File: src/source/bp_director_pkg.sv
package bp_director_pkg;

  localparam int vaddr_width_c    = 39;
  localparam int metadata_width_c = 16;

  // Front-end command opcodes
  typedef enum logic [2:0] {
    e_op_state_reset  = 3'd0,
    e_op_pc_redirect  = 3'd1,
    e_op_icache_fence = 3'd2,
    e_op_wait         = 3'd3,
    e_op_attaboy      = 3'd4
  } fe_opcode_e;

  typedef enum logic [1:0] {
    e_subop_trap              = 2'd0,
    e_subop_eret              = 2'd1,
    e_subop_branch_mispredict = 2'd2
  } redirect_subop_e;

  typedef enum logic [1:0] {
    e_not_a_branch      = 2'd0,
    e_pred_taken_wrong  = 2'd1,
    e_pred_ntaken_wrong = 2'd2
  } mispredict_reason_e;

  // One commit slot
  typedef struct packed {
    logic                     npc_w_v;
    logic [vaddr_width_c-1:0] npc;
    logic                     unfreeze;
    logic                     exception;
    logic                     interrupt;
    logic                     eret;
    logic                     fencei;
    logic                     wfi;
  } commit_pkt_s;

  // Resolved branch from execute
  typedef struct packed {
    logic                     v;
    logic                     branch;
    logic                     btaken;
    logic [vaddr_width_c-1:0] npc;
  } br_pkt_s;

  typedef struct packed {
    logic                        v;
    logic [vaddr_width_c-1:0]    pc;
    logic [metadata_width_c-1:0] metadata;
  } isd_status_s;

  // Unused fields stay zero
  typedef struct packed {
    fe_opcode_e                  opcode;
    logic [vaddr_width_c-1:0]    vaddr;
    redirect_subop_e             subopcode;
    mispredict_reason_e          reason;
    logic                        taken;
    logic [metadata_width_c-1:0] metadata;
  } fe_cmd_s;

  typedef struct packed {
    logic    v;
    fe_cmd_s cmd;
  } cmd_req_s;

endpackage

File: src/source/npc_tracker.sv
`timescale 1ns/1ps

module npc_tracker
  (input                                               clk_i
   , input                                             reset_i
   , input  bp_director_pkg::br_pkt_s                  br_pkt_i
   , input  bp_director_pkg::isd_status_s              isd_status_i
   , input  bp_director_pkg::commit_pkt_s              commit0_i
   , input  bp_director_pkg::commit_pkt_s              commit1_i
   , output logic [bp_director_pkg::vaddr_width_c-1:0] expected_npc_o
   , output logic [bp_director_pkg::vaddr_width_c-1:0] npc_r_o
   , output logic                                      poison_isd_o
   , output bp_director_pkg::cmd_req_s                 issue_req_o
   );

  import bp_director_pkg::*;

  logic [vaddr_width_c-1:0] npc_n;
  logic [vaddr_width_c-1:0] npc_r;
  logic                     npc_w_v;
  logic                     npc_mismatch;
  logic                     br_seen;
  logic                     branch_pending_r;
  logic                     btaken_pending_r;
  logic                     last_branch;
  logic                     last_btaken;

  // Commits override the branch unit
  assign npc_w_v = commit0_i.npc_w_v | commit1_i.npc_w_v | br_pkt_i.v;
  assign npc_n   = commit0_i.npc_w_v ? commit0_i.npc
                 : commit1_i.npc_w_v ? commit1_i.npc
                 : br_pkt_i.npc;

  always_ff @(posedge clk_i)
  begin
    if (reset_i)
      npc_r <= '0;
    else if (npc_w_v)
      npc_r <= npc_n;
  end

  assign expected_npc_o = npc_w_v ? npc_n : npc_r;
  assign npc_r_o        = npc_r;
  assign npc_mismatch   = isd_status_i.v & (isd_status_i.pc != expected_npc_o);
  assign poison_isd_o   = npc_mismatch;

  // Remember the last branch until the next issue
  assign br_seen = br_pkt_i.v & br_pkt_i.branch;

  always_ff @(posedge clk_i)
  begin
    if (reset_i | isd_status_i.v)
    begin
      branch_pending_r <= 1'b0;
      btaken_pending_r <= 1'b0;
    end
    else if (br_seen)
    begin
      branch_pending_r <= 1'b1;
      btaken_pending_r <= br_pkt_i.btaken;
    end
  end

  assign last_branch = br_seen | branch_pending_r;
  assign last_btaken = br_seen ? br_pkt_i.btaken : btaken_pending_r;

  always_comb
  begin
    issue_req_o = '0;
    if (npc_mismatch)
    begin
      issue_req_o.v                = 1'b1;
      issue_req_o.cmd.opcode       = e_op_pc_redirect;
      issue_req_o.cmd.vaddr        = expected_npc_o;
      issue_req_o.cmd.subopcode    = e_subop_branch_mispredict;
      issue_req_o.cmd.reason       = last_branch
                                     ? (last_btaken ? e_pred_taken_wrong : e_pred_ntaken_wrong)
                                     : e_not_a_branch;
      issue_req_o.cmd.metadata     = isd_status_i.metadata;
    end
    // Correct prediction after a branch
    else if (isd_status_i.v & last_branch)
    begin
      issue_req_o.v            = 1'b1;
      issue_req_o.cmd.opcode   = e_op_attaboy;
      issue_req_o.cmd.vaddr    = expected_npc_o;
      issue_req_o.cmd.taken    = last_btaken;
      issue_req_o.cmd.metadata = isd_status_i.metadata;
    end
  end

endmodule

File: src/source/commit_cmd_encoder.sv
`timescale 1ns/1ps

module commit_cmd_encoder
  (input  bp_director_pkg::commit_pkt_s              commit_i
   , input  [bp_director_pkg::vaddr_width_c-1:0]     npc_r_i
   , input                                           in_wait_i
   , input                                           irq_waiting_i
   , output bp_director_pkg::cmd_req_s               req_o
   );

  import bp_director_pkg::*;

  logic trap_v;

  // A pending interrupt wakes the core out of wait
  assign trap_v = commit_i.exception
                | commit_i.interrupt
                | (in_wait_i & irq_waiting_i);

  always_comb
  begin
    req_o = '0;
    if (commit_i.unfreeze)
    begin
      // Restart fetch from the registered npc
      req_o.v          = 1'b1;
      req_o.cmd.opcode = e_op_state_reset;
      req_o.cmd.vaddr  = npc_r_i;
    end
    else if (commit_i.fencei)
    begin
      req_o.v          = 1'b1;
      req_o.cmd.opcode = e_op_icache_fence;
      req_o.cmd.vaddr  = commit_i.npc;
    end
    else if (commit_i.wfi)
    begin
      req_o.v          = 1'b1;
      req_o.cmd.opcode = e_op_wait;
      req_o.cmd.vaddr  = commit_i.npc;
    end
    else if (commit_i.eret)
    begin
      req_o.v             = 1'b1;
      req_o.cmd.opcode    = e_op_pc_redirect;
      req_o.cmd.vaddr     = commit_i.npc;
      req_o.cmd.subopcode = e_subop_eret;
    end
    else if (trap_v)
    begin
      req_o.v             = 1'b1;
      req_o.cmd.opcode    = e_op_pc_redirect;
      req_o.cmd.vaddr     = commit_i.npc;
      req_o.cmd.subopcode = e_subop_trap;
    end
  end

endmodule

File: src/source/cmd_arbiter.sv
`timescale 1ns/1ps

module cmd_arbiter
  (input  bp_director_pkg::cmd_req_s  slot0_req_i
   , input  bp_director_pkg::cmd_req_s  slot1_req_i
   , input  bp_director_pkg::cmd_req_s  issue_req_i
   , input                              queue_full_i
   , output logic                       enq_v_o
   , output bp_director_pkg::fe_cmd_s   enq_cmd_o
   , output logic                       nonattaboy_v_o
   );

  import bp_director_pkg::*;

  cmd_req_s grant;

  // Fixed priority with losing requests dropped
  always_comb
  begin
    if (slot0_req_i.v)
      grant = slot0_req_i;
    else if (slot1_req_i.v)
      grant = slot1_req_i;
    else
      grant = issue_req_i;
  end

  assign enq_v_o   = grant.v & ~queue_full_i;
  assign enq_cmd_o = grant.cmd;

  // Anything but an attaboy makes the FSM fence
  assign nonattaboy_v_o = enq_v_o & (grant.cmd.opcode != e_op_attaboy);

endmodule

File: src/source/cmd_queue.sv
`timescale 1ns/1ps

module cmd_queue
  #(parameter int cmd_queue_els_p = 4)
  (input                              clk_i
   , input                            reset_i
   , input                            enq_v_i
   , input  bp_director_pkg::fe_cmd_s enq_cmd_i
   , input                            fe_cmd_yumi_i
   , output bp_director_pkg::fe_cmd_s fe_cmd_o
   , output logic                     fe_cmd_v_o
   , output logic                     empty_n_o
   , output logic                     full_o
   );

  import bp_director_pkg::*;

  localparam int ptr_width_lp   = (cmd_queue_els_p > 1) ? $clog2(cmd_queue_els_p) : 1;
  localparam int count_width_lp = $clog2(cmd_queue_els_p + 1);

  fe_cmd_s                   mem_r [cmd_queue_els_p];
  logic [ptr_width_lp-1:0]   rptr_r;
  logic [ptr_width_lp-1:0]   wptr_r;
  logic [count_width_lp-1:0] count_r;
  logic [count_width_lp-1:0] count_n;
  logic                      push;
  logic                      pop;

  function automatic logic [ptr_width_lp-1:0] ptr_inc(input logic [ptr_width_lp-1:0] ptr);
    ptr_inc = (ptr == ptr_width_lp'(cmd_queue_els_p - 1)) ? '0 : ptr + 1'b1;
  endfunction

  assign push = enq_v_i & ~full_o;
  assign pop  = fe_cmd_yumi_i & fe_cmd_v_o;

  always_comb
  begin
    count_n = count_r;
    if (push & ~pop)
      count_n = count_r + 1'b1;
    else if (pop & ~push)
      count_n = count_r - 1'b1;
  end

  always_ff @(posedge clk_i)
  begin
    if (reset_i)
    begin
      rptr_r  <= '0;
      wptr_r  <= '0;
      count_r <= '0;
    end
    else
    begin
      if (push)
        wptr_r <= ptr_inc(wptr_r);
      if (pop)
        rptr_r <= ptr_inc(rptr_r);
      count_r <= count_n;
    end
  end

  always_ff @(posedge clk_i)
  begin
    if (push)
      mem_r[wptr_r] <= enq_cmd_i;
  end

  assign fe_cmd_o   = mem_r[rptr_r];
  assign fe_cmd_v_o = (count_r != '0);
  assign full_o     = (count_r == count_width_lp'(cmd_queue_els_p));
  // Empty once this edge has passed
  assign empty_n_o  = (count_n == '0);

endmodule

File: src/source/director_fsm.sv
`timescale 1ns/1ps

module director_fsm
  (input          clk_i
   , input        reset_i
   , input        freeze_i
   , input        wfi_commit_i
   , input        nonattaboy_v_i
   , input        queue_empty_n_i
   , output logic suppress_iss_o
   , output logic unfreeze_o
   , output logic in_wait_o
   );

  typedef enum logic [1:0] {
    e_freeze,
    e_wait,
    e_fence,
    e_run
  } state_e;

  state_e state_r;
  state_e state_n;

  always_comb
  begin
    unique case (state_r)
      e_freeze: state_n = freeze_i ? e_freeze : e_wait;
      e_wait:   state_n = nonattaboy_v_i ? e_fence : e_wait;
      // wfi wins over a redirect in the same cycle
      e_run:    state_n = wfi_commit_i ? e_wait : (nonattaboy_v_i ? e_fence : e_run);
      e_fence:  state_n = queue_empty_n_i ? e_run : e_fence;
      default:  state_n = e_freeze;
    endcase
  end

  always_ff @(posedge clk_i)
  begin
    if (reset_i)
      state_r <= e_freeze;
    else
      state_r <= state_n;
  end

  assign suppress_iss_o = (state_r != e_run);
  assign unfreeze_o     = (state_r == e_freeze) & ~freeze_i;
  assign in_wait_o      = (state_r == e_wait);

endmodule

File: src/source/bp_director.sv
`timescale 1ns/1ps

module bp_director
  #(parameter int cmd_queue_els_p = 4)
  (input                                               clk_i
   , input                                             reset_i
   , input                                             freeze_i
   , input                                             irq_waiting_i
   , input  bp_director_pkg::br_pkt_s                  br_pkt_i
   , input  bp_director_pkg::isd_status_s              isd_status_i
   , input  bp_director_pkg::commit_pkt_s              commit0_i
   , input  bp_director_pkg::commit_pkt_s              commit1_i
   , input                                             fe_cmd_yumi_i
   , output logic [bp_director_pkg::vaddr_width_c-1:0] expected_npc_o
   , output logic                                      poison_isd_o
   , output logic                                      suppress_iss_o
   , output logic                                      unfreeze_o
   , output bp_director_pkg::fe_cmd_s                  fe_cmd_o
   , output logic                                      fe_cmd_v_o
   , output logic                                      cmd_full_o
   );

  import bp_director_pkg::*;

  logic [vaddr_width_c-1:0] npc_r;
  cmd_req_s                 slot0_req;
  cmd_req_s                 slot1_req;
  cmd_req_s                 issue_req;
  fe_cmd_s                  enq_cmd;
  logic                     enq_v;
  logic                     nonattaboy_v;
  logic                     queue_empty_n;
  logic                     in_wait;
  logic                     wfi_commit;

  assign wfi_commit = commit0_i.wfi | commit1_i.wfi;

  npc_tracker tracker
    (.clk_i(clk_i), .reset_i(reset_i), .br_pkt_i(br_pkt_i), .isd_status_i(isd_status_i)
     , .commit0_i(commit0_i), .commit1_i(commit1_i), .expected_npc_o(expected_npc_o)
     , .npc_r_o(npc_r), .poison_isd_o(poison_isd_o), .issue_req_o(issue_req));

  commit_cmd_encoder slot0_enc
    (.commit_i(commit0_i), .npc_r_i(npc_r), .in_wait_i(in_wait)
     , .irq_waiting_i(irq_waiting_i), .req_o(slot0_req));

  commit_cmd_encoder slot1_enc
    (.commit_i(commit1_i), .npc_r_i(npc_r), .in_wait_i(in_wait)
     , .irq_waiting_i(irq_waiting_i), .req_o(slot1_req));

  cmd_arbiter arb
    (.slot0_req_i(slot0_req), .slot1_req_i(slot1_req), .issue_req_i(issue_req)
     , .queue_full_i(cmd_full_o), .enq_v_o(enq_v), .enq_cmd_o(enq_cmd)
     , .nonattaboy_v_o(nonattaboy_v));

  cmd_queue #(.cmd_queue_els_p(cmd_queue_els_p)) fe_cmd_fifo
    (.clk_i(clk_i), .reset_i(reset_i), .enq_v_i(enq_v), .enq_cmd_i(enq_cmd)
     , .fe_cmd_yumi_i(fe_cmd_yumi_i), .fe_cmd_o(fe_cmd_o), .fe_cmd_v_o(fe_cmd_v_o)
     , .empty_n_o(queue_empty_n), .full_o(cmd_full_o));

  director_fsm fsm
    (.clk_i(clk_i), .reset_i(reset_i), .freeze_i(freeze_i), .wfi_commit_i(wfi_commit)
     , .nonattaboy_v_i(nonattaboy_v), .queue_empty_n_i(queue_empty_n)
     , .suppress_iss_o(suppress_iss_o), .unfreeze_o(unfreeze_o), .in_wait_o(in_wait));

endmodule

File: config.mk
export PLATFORM = sky130hd
export DESIGN_NAME = bp_director
export DESIGN_NICKNAME = d
export VERILOG_FILES = /design/src/source/bp_director_pkg.sv /design/src/source/npc_tracker.sv /design/src/source/commit_cmd_encoder.sv /design/src/source/cmd_arbiter.sv /design/src/source/cmd_queue.sv /design/src/source/director_fsm.sv /design/src/source/bp_director.sv
export SDC_FILE = /design/constraint.sdc
export NUM_CORES = 1
export LEC_CHECK = 0
export ABC_CLOCK_PERIOD_IN_PS = 5000
export BUFFER_PORTS_ARGS = -buffer_cell sky130_fd_sc_hd__buf_2
export CAP_MARGIN = 5
export CORE_UTILIZATION = 50
export CTS_CLUSTER_DIAMETER = 60
export DETAILED_ROUTE_END_ITERATION = 8
export PLACE_DENSITY = 0.71
export SLEW_MARGIN = 30
export SYNTH_ARGS = -nofsm -noshare
export SYNTH_HDL_FRONTEND = slang
export SYNTH_SLANG_ARGS = --single-unit
File: constraint.sdc
create_clock -name clk_i -period 5 [get_ports clk_i]
set_input_delay 0.5 -clock clk_i [delete_from_list [all_inputs] [get_ports clk_i]]
set_output_delay 0.5 -clock clk_i [all_outputs]
set_load 0.05 [all_outputs]
Yosys cells after proc, flatten, opt, wreduce, memory -nomap -nowiden --
Memories as Yosys holds them, arrays and structs flattened. A register that Yosys moved wholly into a read port is not among the register bits. Index checks and enable logic that the tools add are counted.
Word-level totals: flip-flop bits (word level) 50, output and inout port bits 107, logic and storage cells 92, bits in writable memories 252, memories kept 1, input bits 195
Cells by class: eq/ne operators 9, bitwise gates (word level) 24, reduce and logical (&&, ||, !) cells 3, add/sub/neg operators 4, mux-type cells 44
Memory list:
- fe_cmd_fifo.mem_r | words 4, width 63, rd ports 1, clocked after Yosys merged registers in 1, write ports 1, line cmd_queue.sv:21 | fe_cmd_s mem_r [cmd_queue_els_p];
Operators by type and width (count):
- $mux W43 | 8
- $mux W45 | 4
- $mux W64 | 2
- $mux W39 | 3
- $ne A39 B39 Y1 | 1
- $mux W2 | 14
- $mux W17 | 1
- $mux W16 | 1
- $and A1 B1 Y1 | 11
- $or A1 B1 Y1 | 9
- $eq A2 B2 Y1 const B | 4
- $pmux W2 S4 | 1
- $mux W1 | 7
- $mux W3 | 2
- $add A2 B1 Y2 const B | 2
- $mux W4 | 1
- $not A1 Y1 | 4
- $add A3 B1 Y3 const B | 1
- $eq A3 B3 Y1 const B | 1
- $logic_not A3 Y1 | 1
- $ne A3 B3 Y1 const B | 1
- $reduce_bool A3 Y1 | 1
- $sub A3 B1 Y3 const B | 1
- $eq A2 B1 Y1 const B | 1
- 2 further kinds | 2

Depth between registers and ports, before layout --
Gate-level depths: netlist of the first run.
depth in word-level cells 19, mapped depth 16, depth with buffers taken out 12

Hierarchy --
Synthesis of the first run repeated with hierarchy kept, for this count alone.
Unflattened totals: cells, all modules 1456, area, all modules 16851.2 um^2
By module, submodules not included:
- cmd_queue | area an instance 9665.5 um^2, cells each 397, sequential area each 7747.4 um^2, times used 1
- npc_tracker | area an instance 3895.0 um^2, cells each 589, sequential area each 820.8 um^2, times used 1
- commit_cmd_encoder | area an instance 930.9 um^2, cells each 121, sequential area each 0.0 um^2, times used 2
- cmd_arbiter | area an instance 1321.3 um^2, cells each 214, sequential area each 0.0 um^2, times used 1
- director_fsm | area an instance 101.3 um^2, cells each 13, sequential area each 40.0 um^2, times used 1
- bp_director | area an instance 6.3 um^2, cells each 1, sequential area each 0.0 um^2, times used 1

Least setup slack after synthesis of the first run --
OpenSTA, ideal clock, no wires.
kind input-to-reg, start input port commit0_i[45] in the netlist's numbering, end memory fe_cmd_fifo.mem_r[1][0] in the netlist's numbering (enable), cell stages on the path 11, library setup time 0.428 ns, required time 4.572 ns, slack 0.429 ns, buffers on the path 3, data arrival time 4.143 ns, cell sequence buf_4 -> buf_2 -> nor2b_1 -> a211oi_2 -> a32oi_1 -> o21ai_0 -> nor4bb_1 -> nand4b_1 -> o21a_1 -> clkbuf_1 -> and2_1
Between the ends: longest elaborated chain between the ends 12, elaborated cells on any way between the ends 13, classes of those cells 1 x eq/ne; 7 x mux; 5 x bitwise
RTL lines:
- start: declaration | line bp_director.sv:11 | , input bp_director_pkg::commit_pkt_s commit0_i
- $or A1 B1 Y1 (2 in a row) | line npc_tracker.sv:29 | assign npc_w_v = commit0_i.npc_w_v | commit1_i.npc_w_v | br_pkt_i.v;
- $mux W39 (*) | line npc_tracker.sv:42 | assign expected_npc_o = npc_w_v ? npc_n : npc_r;
- named net expected_npc_o, one bit | line bp_director.sv:14 | , output logic [bp_director_pkg::vaddr_width_c-1:0] expected_npc_o
- $ne A39 B39 Y1 (*) | line npc_tracker.sv:44 | assign npc_mismatch = isd_status_i.v & (isd_status_i.pc != expected_npc_o);
- $and A1 B1 Y1 (*) | line npc_tracker.sv:44
- $mux W43 (*) | line npc_tracker.sv:70 | if (npc_mismatch)
- $mux W64 (*) | line cmd_arbiter.sv:22 | else if (slot1_req_i.v)
- $mux W64 (*) | line cmd_arbiter.sv:20 | if (slot0_req_i.v)
- $and A1 B1 Y1 (*) | line cmd_arbiter.sv:28 | assign enq_v_o = grant.v & ~queue_full_i;
- $and A1 B1 Y1 (*) | line cmd_queue.sv:33 | assign push = enq_v_i & ~full_o;
- $mux W1 (*) | line cmd_queue.sv:65 | if (push)
- $mux W1 (implied by the code) (*) | line cmd_queue.sv:66 | mem_r[wptr_r] <= enq_cmd_i;
- end: declaration | line cmd_queue.sv:21
The timed path passes the listed nets; every way through them passes the cells marked *.

Worst setup path in the final report of the first run --
start input port commit1_i[45] in the netlist's numbering, end output port poison_isd_o
Between the ends: longest elaborated chain between the ends 5, elaborated cells on any way between the ends 7, classes of those cells 1 x eq/ne; 3 x mux; 3 x bitwise
RTL lines:
- start: declaration | line bp_director.sv:12 | , input bp_director_pkg::commit_pkt_s commit1_i
- $mux W39 or $or A1 B1 Y1 (tied branches) | line npc_tracker.sv:31, npc_tracker.sv:29
- $mux W39 or $or A1 B1 Y1 (tied branches) | line npc_tracker.sv:30, npc_tracker.sv:29
- $mux W39 (*) | line npc_tracker.sv:42
- $ne A39 B39 Y1 (*) | line npc_tracker.sv:44
- $and A1 B1 Y1 (*) | line npc_tracker.sv:44
- end: declaration | line bp_director.sv:15 | , output logic poison_isd_o
Every way passes the cells marked *; elsewhere a longest branch is shown, timed or not.

==> results by group, run 1 <==
Global route
  – Grt ovf: 0
  – Largest net degree at the start of global routing: 64
  – First-pass GRT wire length: 75.3 mm
  – Total track usage: 30.9%
  – Vias in the first global route: 12,223
  – Initial antenna violation count: 1

Worst hold path
  – Min-delay worst type: primary input to flip-flop

Timing
  – Endpoints failing setup: 0
  – Setup_tns: 0 ns
  – PnR worst setup slack: 0.753 ns
  – Worst hold slack: 0.311 ns
  – Slew margin rel.: 35.9%
  – Final hold vios: 0
  – Final Critical Period: 4.25 ns
  – RSZ-0062 raised after global routing: no
  – Least-Margin Pin Slew: 0.959 ns
  – Slew Limit Fails: 0
  – Skew final: 0.0180 ns
  – Final Cycle Share: 84.9%
  – Max Freq: 235 MHz

Pwr
  – P per Cell Area: 475 nW/µm²
  – Internal power: 5.64 mW
  – Power Total: 9.04 mW
  – Net Sw Frac: 37.6%
  – Clock share of power: 26.8%
  – Combinational share of power: 34.2%
  – Net Sw Power: 3.40 mW
  – Lkg Pwr: 7.39 nW
  – Peak VDD IR: 236 µV
  – Seq pwr share: 39.0%

Critical path
  – Maximum fanout along the worst path: 24
  – Crit Path Category: primary input to output port
  – Slowest cell delay on critical path: 0.51 ns
  – Worst Path Arrival: 3.75 ns
  – Worst Path Required: 4.50 ns
  – Crit-path slowest cell: or4_1
  – Crit. End Element: output port
  – Worst path cell trace: buf_2 > buf_4 > nand2b_1 > o221a_2 > a2bb2oi_1 > a21oi_1 > or4_1 > nor4_2 > nand2_1 > nand2_2 > inv_2 > buf_2
  – Critical Path Source Type: primary input
  – Cell mode on critical path: buf_2

Clock network
  – CTS root buf: clkbuf_16
  – Hold_buf cts: 0
  – Clock Pin Slew Worst Setup and Hold Paths: 0.06 ns
  – Worst-Skew Late Latency: 0.52 ns
  – Post-CTS resize count: 0
  – TritonCTS clock tree: yes
  – H-tree levels: 2
  – CTS Buffer Depth: 3
  – CTS buffer count: 36
  – Post CTS Setup Buffer Count: 0
  – CTS Sinks: 304

Synth
  – Synth warn: 0
  – Synth Net Count: 1,508
  – Synth cell types: 88
  – Mean Syn Cell Area: 12.3 µm²
  – Largest area contributor in the netlist: edfxtp_1
  – #FFs+latches synth: 304
  – Post-synthesis async set-or-reset flop share: 0%
  – Sequential cell area fraction in the yosys report: 53.8%
  – Prevailing post-synth register cell: edfxtp_1
  – Number of flops mapped to enable cells by yosys: 252
  – Synth top area share: 47.3%
  – Post-Syn Area: 16,000 µm²
  – Cells after synthesis: 1,305
  – Area contributors post-synth: edfxtp_1 (47%), mux4_2 (8.9%), dfxtp_1 (6.5%)

Place
  – Dpl cells: 1,950
  – Port bufs: 301
  – Post-DP Area: 17,900 µm²
  – GP Congestion: 1.01
  – DP HPWL: 35.9 mm
  – Pre-CTS setup slack: 0.430 ns

Detailed routing
  – Final WL: 50.9 mm
  – Antenna viol nets, final: 0
  – Vias: 12,669
  – Wire per inst: 25.2 µm
  – Initial DRC Count: 1,354
  – Vias/cell: 6.28
  – DR DRC count: 0
  – Detailed Routing Iterations Pass 1: 7

Finish
  – Final nets: 1,790
  – Filler cell count: 2,527
  – Final Cell Area: 19,000 µm²
  – Finished Core Util: 60.5%
  – Share of post-route cells with drive strength above 1: 30.8%
  – Non-Filler Instances: 2,016
  – Area delta synth->final: 19.1%

Floorplanning
  – Initial Utilization: 50.8%
  – Row count: 65
  – Core Area: 31,500 µm²
  – Die width: 181 µm
  – DIE AREA: 32,700 µm²
  – I/O pin cnt: 302
  – Die Y: 181 µm

Outcome
  – Run status: finished, final reports clean

Run
  – Max-cap violations: 0
==> cells in the mapped netlist (6+ instances only) <==
library cell / count
o211ai_1: 10
a21oi_1: 58
edfxtp_1: 252
buf_2: 16
nand3b_1: 11
nor4_1: 14
o2111ai_1: 10
nor4b_1: 10
nand2b_1: 14
o22ai_1: 19
o311ai_1: 10
clkbuf_1: 54
o221a_2: 25
xnor2_1: 6
o31ai_1: 14
and2_1: 26
a21boi_0: 6
o21ai_0: 18
buf_4: 8
mux4_2: 63
nor3_1: 16
nor3b_1: 26
a22oi_1: 6
nand2_1: 103
ha_1: 8
o311ai_0: 10
nor2b_1: 47
inv_1: 74
mux2i_1: 78
nand4_1: 13
a21o_1: 7
or3_1: 11
o21a_1: 19
dfxtp_1: 52
nor2_1: 76
==> layer usage <==
metal	share of wire, %	global-route usage [%]	vias up	wire length (µm)
li1	-	-	5622	-
met1	40	43.0	6115	20400
met2	45	48.0	788	23100
met3	9.5	4.74	144	4830
met4	5.0	14.3	0	2560
met5	0	0	-	0
==> worst paths after layout <==
kind	startpoint	endpoint	slack, ns	cells past startpoint
worst min-delay path	isd_status_i[55]	tracker.btaken_pending_r	0.31	2
worst max-delay path	commit1_i[45]	poison_isd_o	0.75	12
worst min register to register	fe_cmd_fifo.rptr_r[1]	flip-flop	0.47	2
worst max register to register	tracker.npc_r_o[0]	fsm.state_r[0]	1.49	9
==> power by group through the flow <==
stage	Clock, mW	Combinational, mW	Sequential, mW
floorplan	0	2.26	3.48
global placement	0	3.02	3.60
detailed placement	0	3.08	3.59
CTS	2.45	3.09	3.54
global route	2.55	3.24	3.58
finish	2.42	3.10	3.52
==> flip-flops by register name, summed over array words and instances (netlist names), named ones only <==
name                      cells
fe_cmd_fifo.mem_r           252
tracker.npc_r_o              39
fe_cmd_fifo.count_r           3
fe_cmd_fifo.rptr_r            2
fe_cmd_fifo.wptr_r            2
fsm.state_r                   2
tracker.branch_pending_r      1
tracker.btaken_pending_r      1
==> layout make-up <==
cell class                 count  area (µm²)  area share (%)
timing repair buffer         332        1860            9.77
clock buffer                  43         927            4.87
inverter                      77         289            1.52
tap                          402         503            2.64
sequential                   304        8620            45.2
antenna                        1        2.50          0.0131
clock inverter                21         156           0.821
multi-input combinational    836        6690            35.1
==> critical path, delay by kind of cell <==
kind,cells,cell delay [ns]
simple gates,5,1.47
compound gates,3,0.89
buf+inv,4,0.88
==> logic make-up (layout without fill, tap and decap cells) <==
| group | count (synthesis) | count (layout) | synth area share [%] |
|---|---|---|---|
| AO/OA/AOI/OAI | 268 | 268 | 12.6 |
| buffers and inverters | 165 | 473 | 4.42 |
| other | 0 | 1 | 0 |
| flip-flops | 304 | 304 | 53.8 |
| AND/OR/NAND/NOR | 405 | 405 | 13.9 |
| multiplexers | 144 | 144 | 14.0 |
| XOR/XNOR | 9 | 9 | 0.493 |
| adder cells (fa/ha/maj) | 10 | 10 | 0.751 |
==> layout by cell type (no fill, tap or decap), types with 19 or more instances in the layout <==
master     count
mux4_2        63
nor2_1        75
edfxtp_1     252
nor3b_1       26
buf_4         23
and2_1        22
dfxtp_1       50
o22ai_1       19
mux2i_1       78
buf_2        300
o221a_2       25
nor2b_1       47
nand2_1      102
o21a_1        19
inv_1         74
clkbuf_16     36
a21oi_1       58
Power figures use the tool's default switching activity.
==> run 2: changes to the inputs <==
ABC_CLOCK_PERIOD_IN_PS = 3500   (was 5000)
PLACE_DENSITY = 0.74   (was 0.71)
clock period = 3.5 ns   (was 5 ns; I/O delays follow)
==> run 2 against run 1 <==
Clock-buffer cell count increased by 6. Register-to-register slack worse by 1.3 ns. Combinational power rose by 58%. Routed wire length up 14%. Sequential share of layout area decreased by 3.7 points. Die area unchanged. Setup slack got worse by 0.66 ns. Via count increased by 8.7%.
==> results by group, run 2 (synthesized netlist as in run 1, its figures left out) <==
Floorplanning
  – DIE AREA: 32,700 µm²
  – I/O pin cnt: 302
  – Initial Utilization: 50.8%
  – Core Area: 31,500 µm²
  – Die width: 181 µm
  – Row count: 65
  – Die Y: 181 µm

Timing
  – Final Critical Period: 3.40 ns
  – Least-Margin Pin Slew: 0.717 ns
  – Endpoints failing setup: 0
  – Slew margin rel.: 50.8%
  – RSZ-0062 raised after global routing: no
  – Slew Limit Fails: 0
  – Final hold vios: 0
  – Skew final: 0.0233 ns
  – Final Cycle Share: 97.3%
  – Max Freq: 294 MHz

Critical path
  – Worst Path Arrival: 3.05 ns
  – Maximum fanout along the worst path: 5
  – Crit Path Category: flip-flop to output port
  – R2R setup slack: 0.17 ns
  – Crit-path slowest cell: or4_1
  – Worst Path Required: 3.15 ns
  – Slowest cell delay on critical path: 0.55 ns
  – Crit. End Element: output port
  – Cell mode on critical path: buf_4
  – Reg2reg start: tracker.npc_r_o[33]
  – R2R Path End: fsm.state_r[0]
  – Critical Path Source Type: flip-flop
  – Worst path cell trace: nor3_1 > nor2_1 > a22oi_1 > o311ai_1 > or4_1 > nor4_2 > buf_4 > nand2_2 > nand2_2 > inv_2 > buf_4 > buf_4
  – Worst reg2reg path depth: 11

Clock network
  – CTS Sinks: 304
  – H-tree levels: 2
  – Clock Pin Slew Worst Setup and Hold Paths: 0.07 ns
  – CTS buffer count: 35
  – CTS root buf: clkbuf_16
  – Hold_buf cts: 0
  – CTS Buffer Depth: 3
  – TritonCTS clock tree: yes
  – Worst-Skew Late Latency: 0.53 ns

Detailed routing
  – Antenna viol nets, final: 0
  – Initial DRC Count: 1,500
  – DR DRC count: 0
  – Vias/cell: 6.29
  – Vias: 13,765
  – Wire per inst: 26.5 µm
  – Final WL: 58.1 mm
  – Detailed Routing Iterations Pass 1: 7

Finish
  – Share of post-route cells with drive strength above 1: 38.3%
  – Reg with most FFs: fe_cmd_fifo.mem_r
  – Final nets: 1,960
  – Most common cell after layout, fill and taps aside: buf_2
  – Final Cell Area: 20,700 µm²
  – Most frequent cells in the layout: buf_2 (299), edfxtp_1 (252), buf_4 (176), nand2_1 (101), mux2i_1 (78)
  – Area delta synth->final: 29.7%
  – Flip-flop count of the largest register after layout: 252
  – Non-Filler Instances: 2,188
  – Finished Core Util: 65.9%

Pwr
  – P per Cell Area: 657 nW/µm²
  – Lkg Pwr: 8.35 nW
  – Peak VDD IR: 310 µV

Place
  – Dpl cells: 2,121
  – Port bufs: 301
  – DP HPWL: 43.3 mm
  – GP Congestion: 1.05
  – Post-DP Area: 19,500 µm²

Global route
  – Largest net degree at the start of global routing: 43
  – Initial antenna violation count: 4
  – First-pass GRT wire length: 85.0 mm
  – Vias in the first global route: 13,332
  – Grt ovf: 0
  – Total track usage: 35.5%

Worst hold path
  – Hold Crit Endpoint: tracker.branch_pending_r
  – Hold Crit Depth: 2
  – Min-Delay Startpoint: isd_status_i[55]
  – Min-delay worst type: primary input to flip-flop

Run
  – Max-cap violations: 0

Outcome
  – Run status: finished, final reports clean
run 2: per-stage QoR:
stage          total power, mW  setup slack (ns)  hold WS, ns  TNS, ns
2_1_floorplan             8.19            -0.224        0.429   -56.42
3_3_place_gp              9.88            -0.453        0.460  -122.84
3_5_place_dp              9.96            -0.487        0.461  -123.81
4_1_cts                   13.6           0.00914        0.102        0
5_1_grt                   14.1           0.00954        0.102        0
6_report                  13.6            0.0958        0.103        0
run 2: layout make-up:
type / instances / area [µm²]
Multi-Input combinational cell: 836 / 6800
Fill cell: 2357 / 10700
Tap cell: 402 / 503
Timing Repair Buffer: 503 / 3380
Sequential cell: 304 / 8620
Clock buffer: 49 / 948
Inverter: 77 / 292
Clock inverter: 13 / 194
Antenna cell: 4 / 10.0
run 2: worst max-delay path: cells and delay by family, from the launching register on:
family / cells / cell delay, ns
AO/OA/AOI/OAI: 2 / 0.30
AND/OR/NAND/NOR: 6 / 1.32
buffers and inverters: 4 / 0.51
flip-flops: 1 / 0.38
run 2: repair_timing:
| item | CTS | global route |
|---|---|---|
| setup endpoints to repair | 1 | 2 |
| buffers inserted | 1 | 0 |
| pin swaps | 7 | 2 |
| hold endpoints to repair | 0 | 0 |
| resized for setup | 8 | 16 |
run 2: worst max path at each step:
stage,startpoint,to,slack [ns]
final,tracker.npc_r_o[29],poison_isd_o,0.1
after global routing,tracker.npc_r_o[20],poison_isd_o,0.01
after CTS,tracker.npc_r_o[33],poison_isd_o,0.009
after detailed placement,br_pkt_i[41],fsm.state_r[0],-0.49
after global placement,br_pkt_i[41],fsm.state_r[0],-0.45
after floorplan,commit0_i[45],fe_cmd_fifo.mem_r[0][0],-0.22
run 2: report_power, final:
group,total (mW),leakage (nW),switching [mW],internal (mW)
clock network,3.68,0.547,1.53,2.15
logic,4.89,4.97,3.25,1.63
registers,5.06,2.83,0.318,4.75
total,13.6,8.35,5.10,8.53
run 2: routing by layer:
| layer | GRT usage, % | vias to the layer above | wire (µm) |
|---|---|---|---|
| li1 | - | 5965 | - |
| met1 | 48.5 | 6754 | 22800 |
| met2 | 53.4 | 925 | 25800 |
| met3 | 10.0 | 121 | 7160 |
| met4 | 14.4 | 0 | 2370 |
| met5 | 0 | - | 0 |
==> run 3: changes to the inputs <==
--- a/config.mk
+++ b/config.mk
@@ -9,8 +9,8 @@
 export BUFFER_PORTS_ARGS = -buffer_cell sky130_fd_sc_hd__buf_2
 export CAP_MARGIN = 5
-export CORE_UTILIZATION = 50
+export CORE_UTILIZATION = 39
 export CTS_CLUSTER_DIAMETER = 60
 export DETAILED_ROUTE_END_ITERATION = 8
-export PLACE_DENSITY = 0.74
+export PLACE_DENSITY = 0.6
 export SLEW_MARGIN = 30
 export SYNTH_ARGS = -nofsm -noshare
==> constraint.sdc (replaced) <==
create_clock -name clk_i -period 3.5 [get_ports clk_i]
set_input_delay 0.35 -clock clk_i [delete_from_list [all_inputs] [get_ports clk_i]]
set_output_delay 0.35 -clock clk_i [all_outputs]
set_load 0.01 [all_outputs]
==> run 3 against run 2 <==
Via count down 4.9%. Clock power down 4%. Sequential power about the same. Critical endpoint unchanged. Critical path depth unchanged. Clock skew up 0.011 ns. Sequential cell count unchanged. Register-to-register slack worse by 0.04 ns. Global-route usage down 9.3 points. Critical path type unchanged. Clock-buffer cell count down 3. Die area up 28%.
==> results by group, run 3 (synthesized netlist as in run 1, its figures left out) <==
Place
  – Port bufs: 301
  – GP Congestion: 0.949
  – Post-DP Area: 19,500 µm²
  – DP HPWL: 41.9 mm
  – Pre-CTS setup slack: -0.480 ns

Finish
  – Final nets: 1,957
  – Share of post-route cells with drive strength above 1: 38.6%
  – Reg with most FFs: fe_cmd_fifo.mem_r
  – Most frequent cells in the layout: buf_2 (300), edfxtp_1 (252), buf_4 (175), nand2_1 (101), mux2i_1 (77)
  – Most common cell after layout, fill and taps aside: buf_2
  – Area delta synth->final: 30.0%
  – Flip-flop count of the largest register after layout: 252
  – Final Cell Area: 20,800 µm²

Pwr
  – Lkg Pwr: 8.32 nW
  – P per Cell Area: 578 nW/µm²
  – Peak VDD IR: 275 µV
  – Power Total: 12.0 mW

Worst hold path
  – Min-delay worst type: primary input to flip-flop
  – Hold Crit Endpoint: tracker.btaken_pending_r
  – Min-Delay Startpoint: isd_status_i[55]
  – Hold Crit Depth: 2

Critical path
  – Maximum fanout along the worst path: 4
  – Critical Path Source Type: flip-flop
  – R2R Path End: fsm.state_r[0]
  – Worst Setup SP: tracker.npc_r_o[17]
  – Worst reg2reg path depth: 12
  – Crit. End Element: output port
  – Worst Path Arrival: 3.07 ns
  – R2R setup slack: 0.13 ns
  – Worst Path Required: 3.15 ns
  – Reg2reg start: tracker.npc_r_o[37]
  – Crit Path Category: flip-flop to output port

Floorplanning
  – Die Y: 204 µm
  – I/O pin cnt: 302
  – Initial Utilization: 39.9%
  – DIE AREA: 41,800 µm²
  – Die width: 204 µm
  – Core Area: 40,100 µm²
  – Row count: 73

Timing
  – Final Critical Period: 3.42 ns
  – PnR worst setup slack: 0.0821 ns
  – Final hold vios: 0
  – Final Cycle Share: 97.7%
  – Max Freq: 293 MHz
  – Least-Margin Pin Slew: 0.816 ns
  – Endpoints failing setup: 0
  – Skew final: 0.0339 ns
  – Slew margin rel.: 44.9%
  – Slew Limit Fails: 0

Detailed routing
  – Vias/cell: 5.67
  – DR DRC count: 0
  – Initial DRC Count: 1,076
  – Antenna viol nets, final: 0
  – Wire per inst: 23.6 µm
  – Final WL: 54.5 mm
  – Vias: 13,085
  – Detailed Routing Iterations Pass 1: 5

Clock network
  – CTS buffer count: 36
  – H-tree levels: 2
  – Clock Pin Slew Worst Setup and Hold Paths: 0.06 ns
  – Worst-Skew Late Latency: 0.57 ns
  – TritonCTS clock tree: yes
  – CTS Buffer Depth: 3
  – CTS Sinks: 304
  – CTS root buf: clkbuf_16

Global route
  – Largest net degree at the start of global routing: 69
  – Vias in the first global route: 12,934
  – Initial antenna violation count: 1
  – Grt ovf: 0
  – First-pass GRT wire length: 80.2 mm
  – Total track usage: 26.2%

Outcome
  – Run status: finished, final reports clean

Run
  – Max-cap violations: 0
-- run 3: critical path, stage by stage (launching register included) --
cell and delay, ns:
dfxtp_1 0.41, nor2b_1 0.12, a2111o_1 0.39, o31ai_2 0.28, o31a_1 0.20, nand3_1 0.11
nor4_2 0.35, buf_4 0.18, nand2_2 0.08, nand2_2 0.11, inv_2 0.05, buf_4 0.12
buf_2 0.13
-- run 3: power breakdown --
part           switching, mW  total [mW]  internal (mW)
logic                   1.86        3.44           1.58
registers              0.284        5.03           4.75
clock network           1.55        3.53           1.98
-- run 3: per-layer routing --
metal  GRT usage (%)  routed length, µm
met3            3.94               3700
met1            36.6              23800
met4            10.5               2130
met5               0                  0
met2            40.6              24900
-- run 3: worst max path at each step --
| stage | end | slack (ns) | cells past startpoint |
|---|---|---|---|
| after CTS | fsm.state_r[0] | 0.001 | 13 |
| after global routing | fsm.state_r[0] | -0.007 | 12 |
| after floorplan | fe_cmd_fifo.mem_r[0][0] | 0.07 | 12 |
| final | poison_isd_o | 0.08 | 12 |
| after detailed placement | fsm.state_r[0] | -0.48 | 15 |
| after global placement | fsm.state_r[0] | -0.47 | 15 |
-- run 3: through the flow --
step | setup TNS, ns | util [%] | instances | hold slack (ns)
2_1_floorplan | 0 | - | 1305 | 0.429
3_3_place_gp | -147.63 | 48.7 | 2239 | 0.461
3_5_place_dp | -149.59 | 48.7 | 2239 | 0.469
4_1_cts | 0 | 51.6 | 2304 | 0.0558
5_1_grt | -0.00715 | 51.8 | 2305 | 0.0659
6_report | 0 | 51.8 | 2306 | 0.0820
-- run 3: repair_timing --
item                       CTS  global route
setup buffers                1             1
pin swaps                    2             6
hold buffers                 0             0
setup endpoints to repair    1           294
gates cloned                 0             0
resized for setup            7            23
-- run 3: layout make-up --
type                    count  area, µm²
clock buffers              46        958
repair buffers            499       3300
diodes                      1       2.50
multi-input cells         836       6810
well taps                 525        657
clock inverters            18        151
flip-flops and latches    304       8620
fillers                  3540      19300
inverters                  77        289
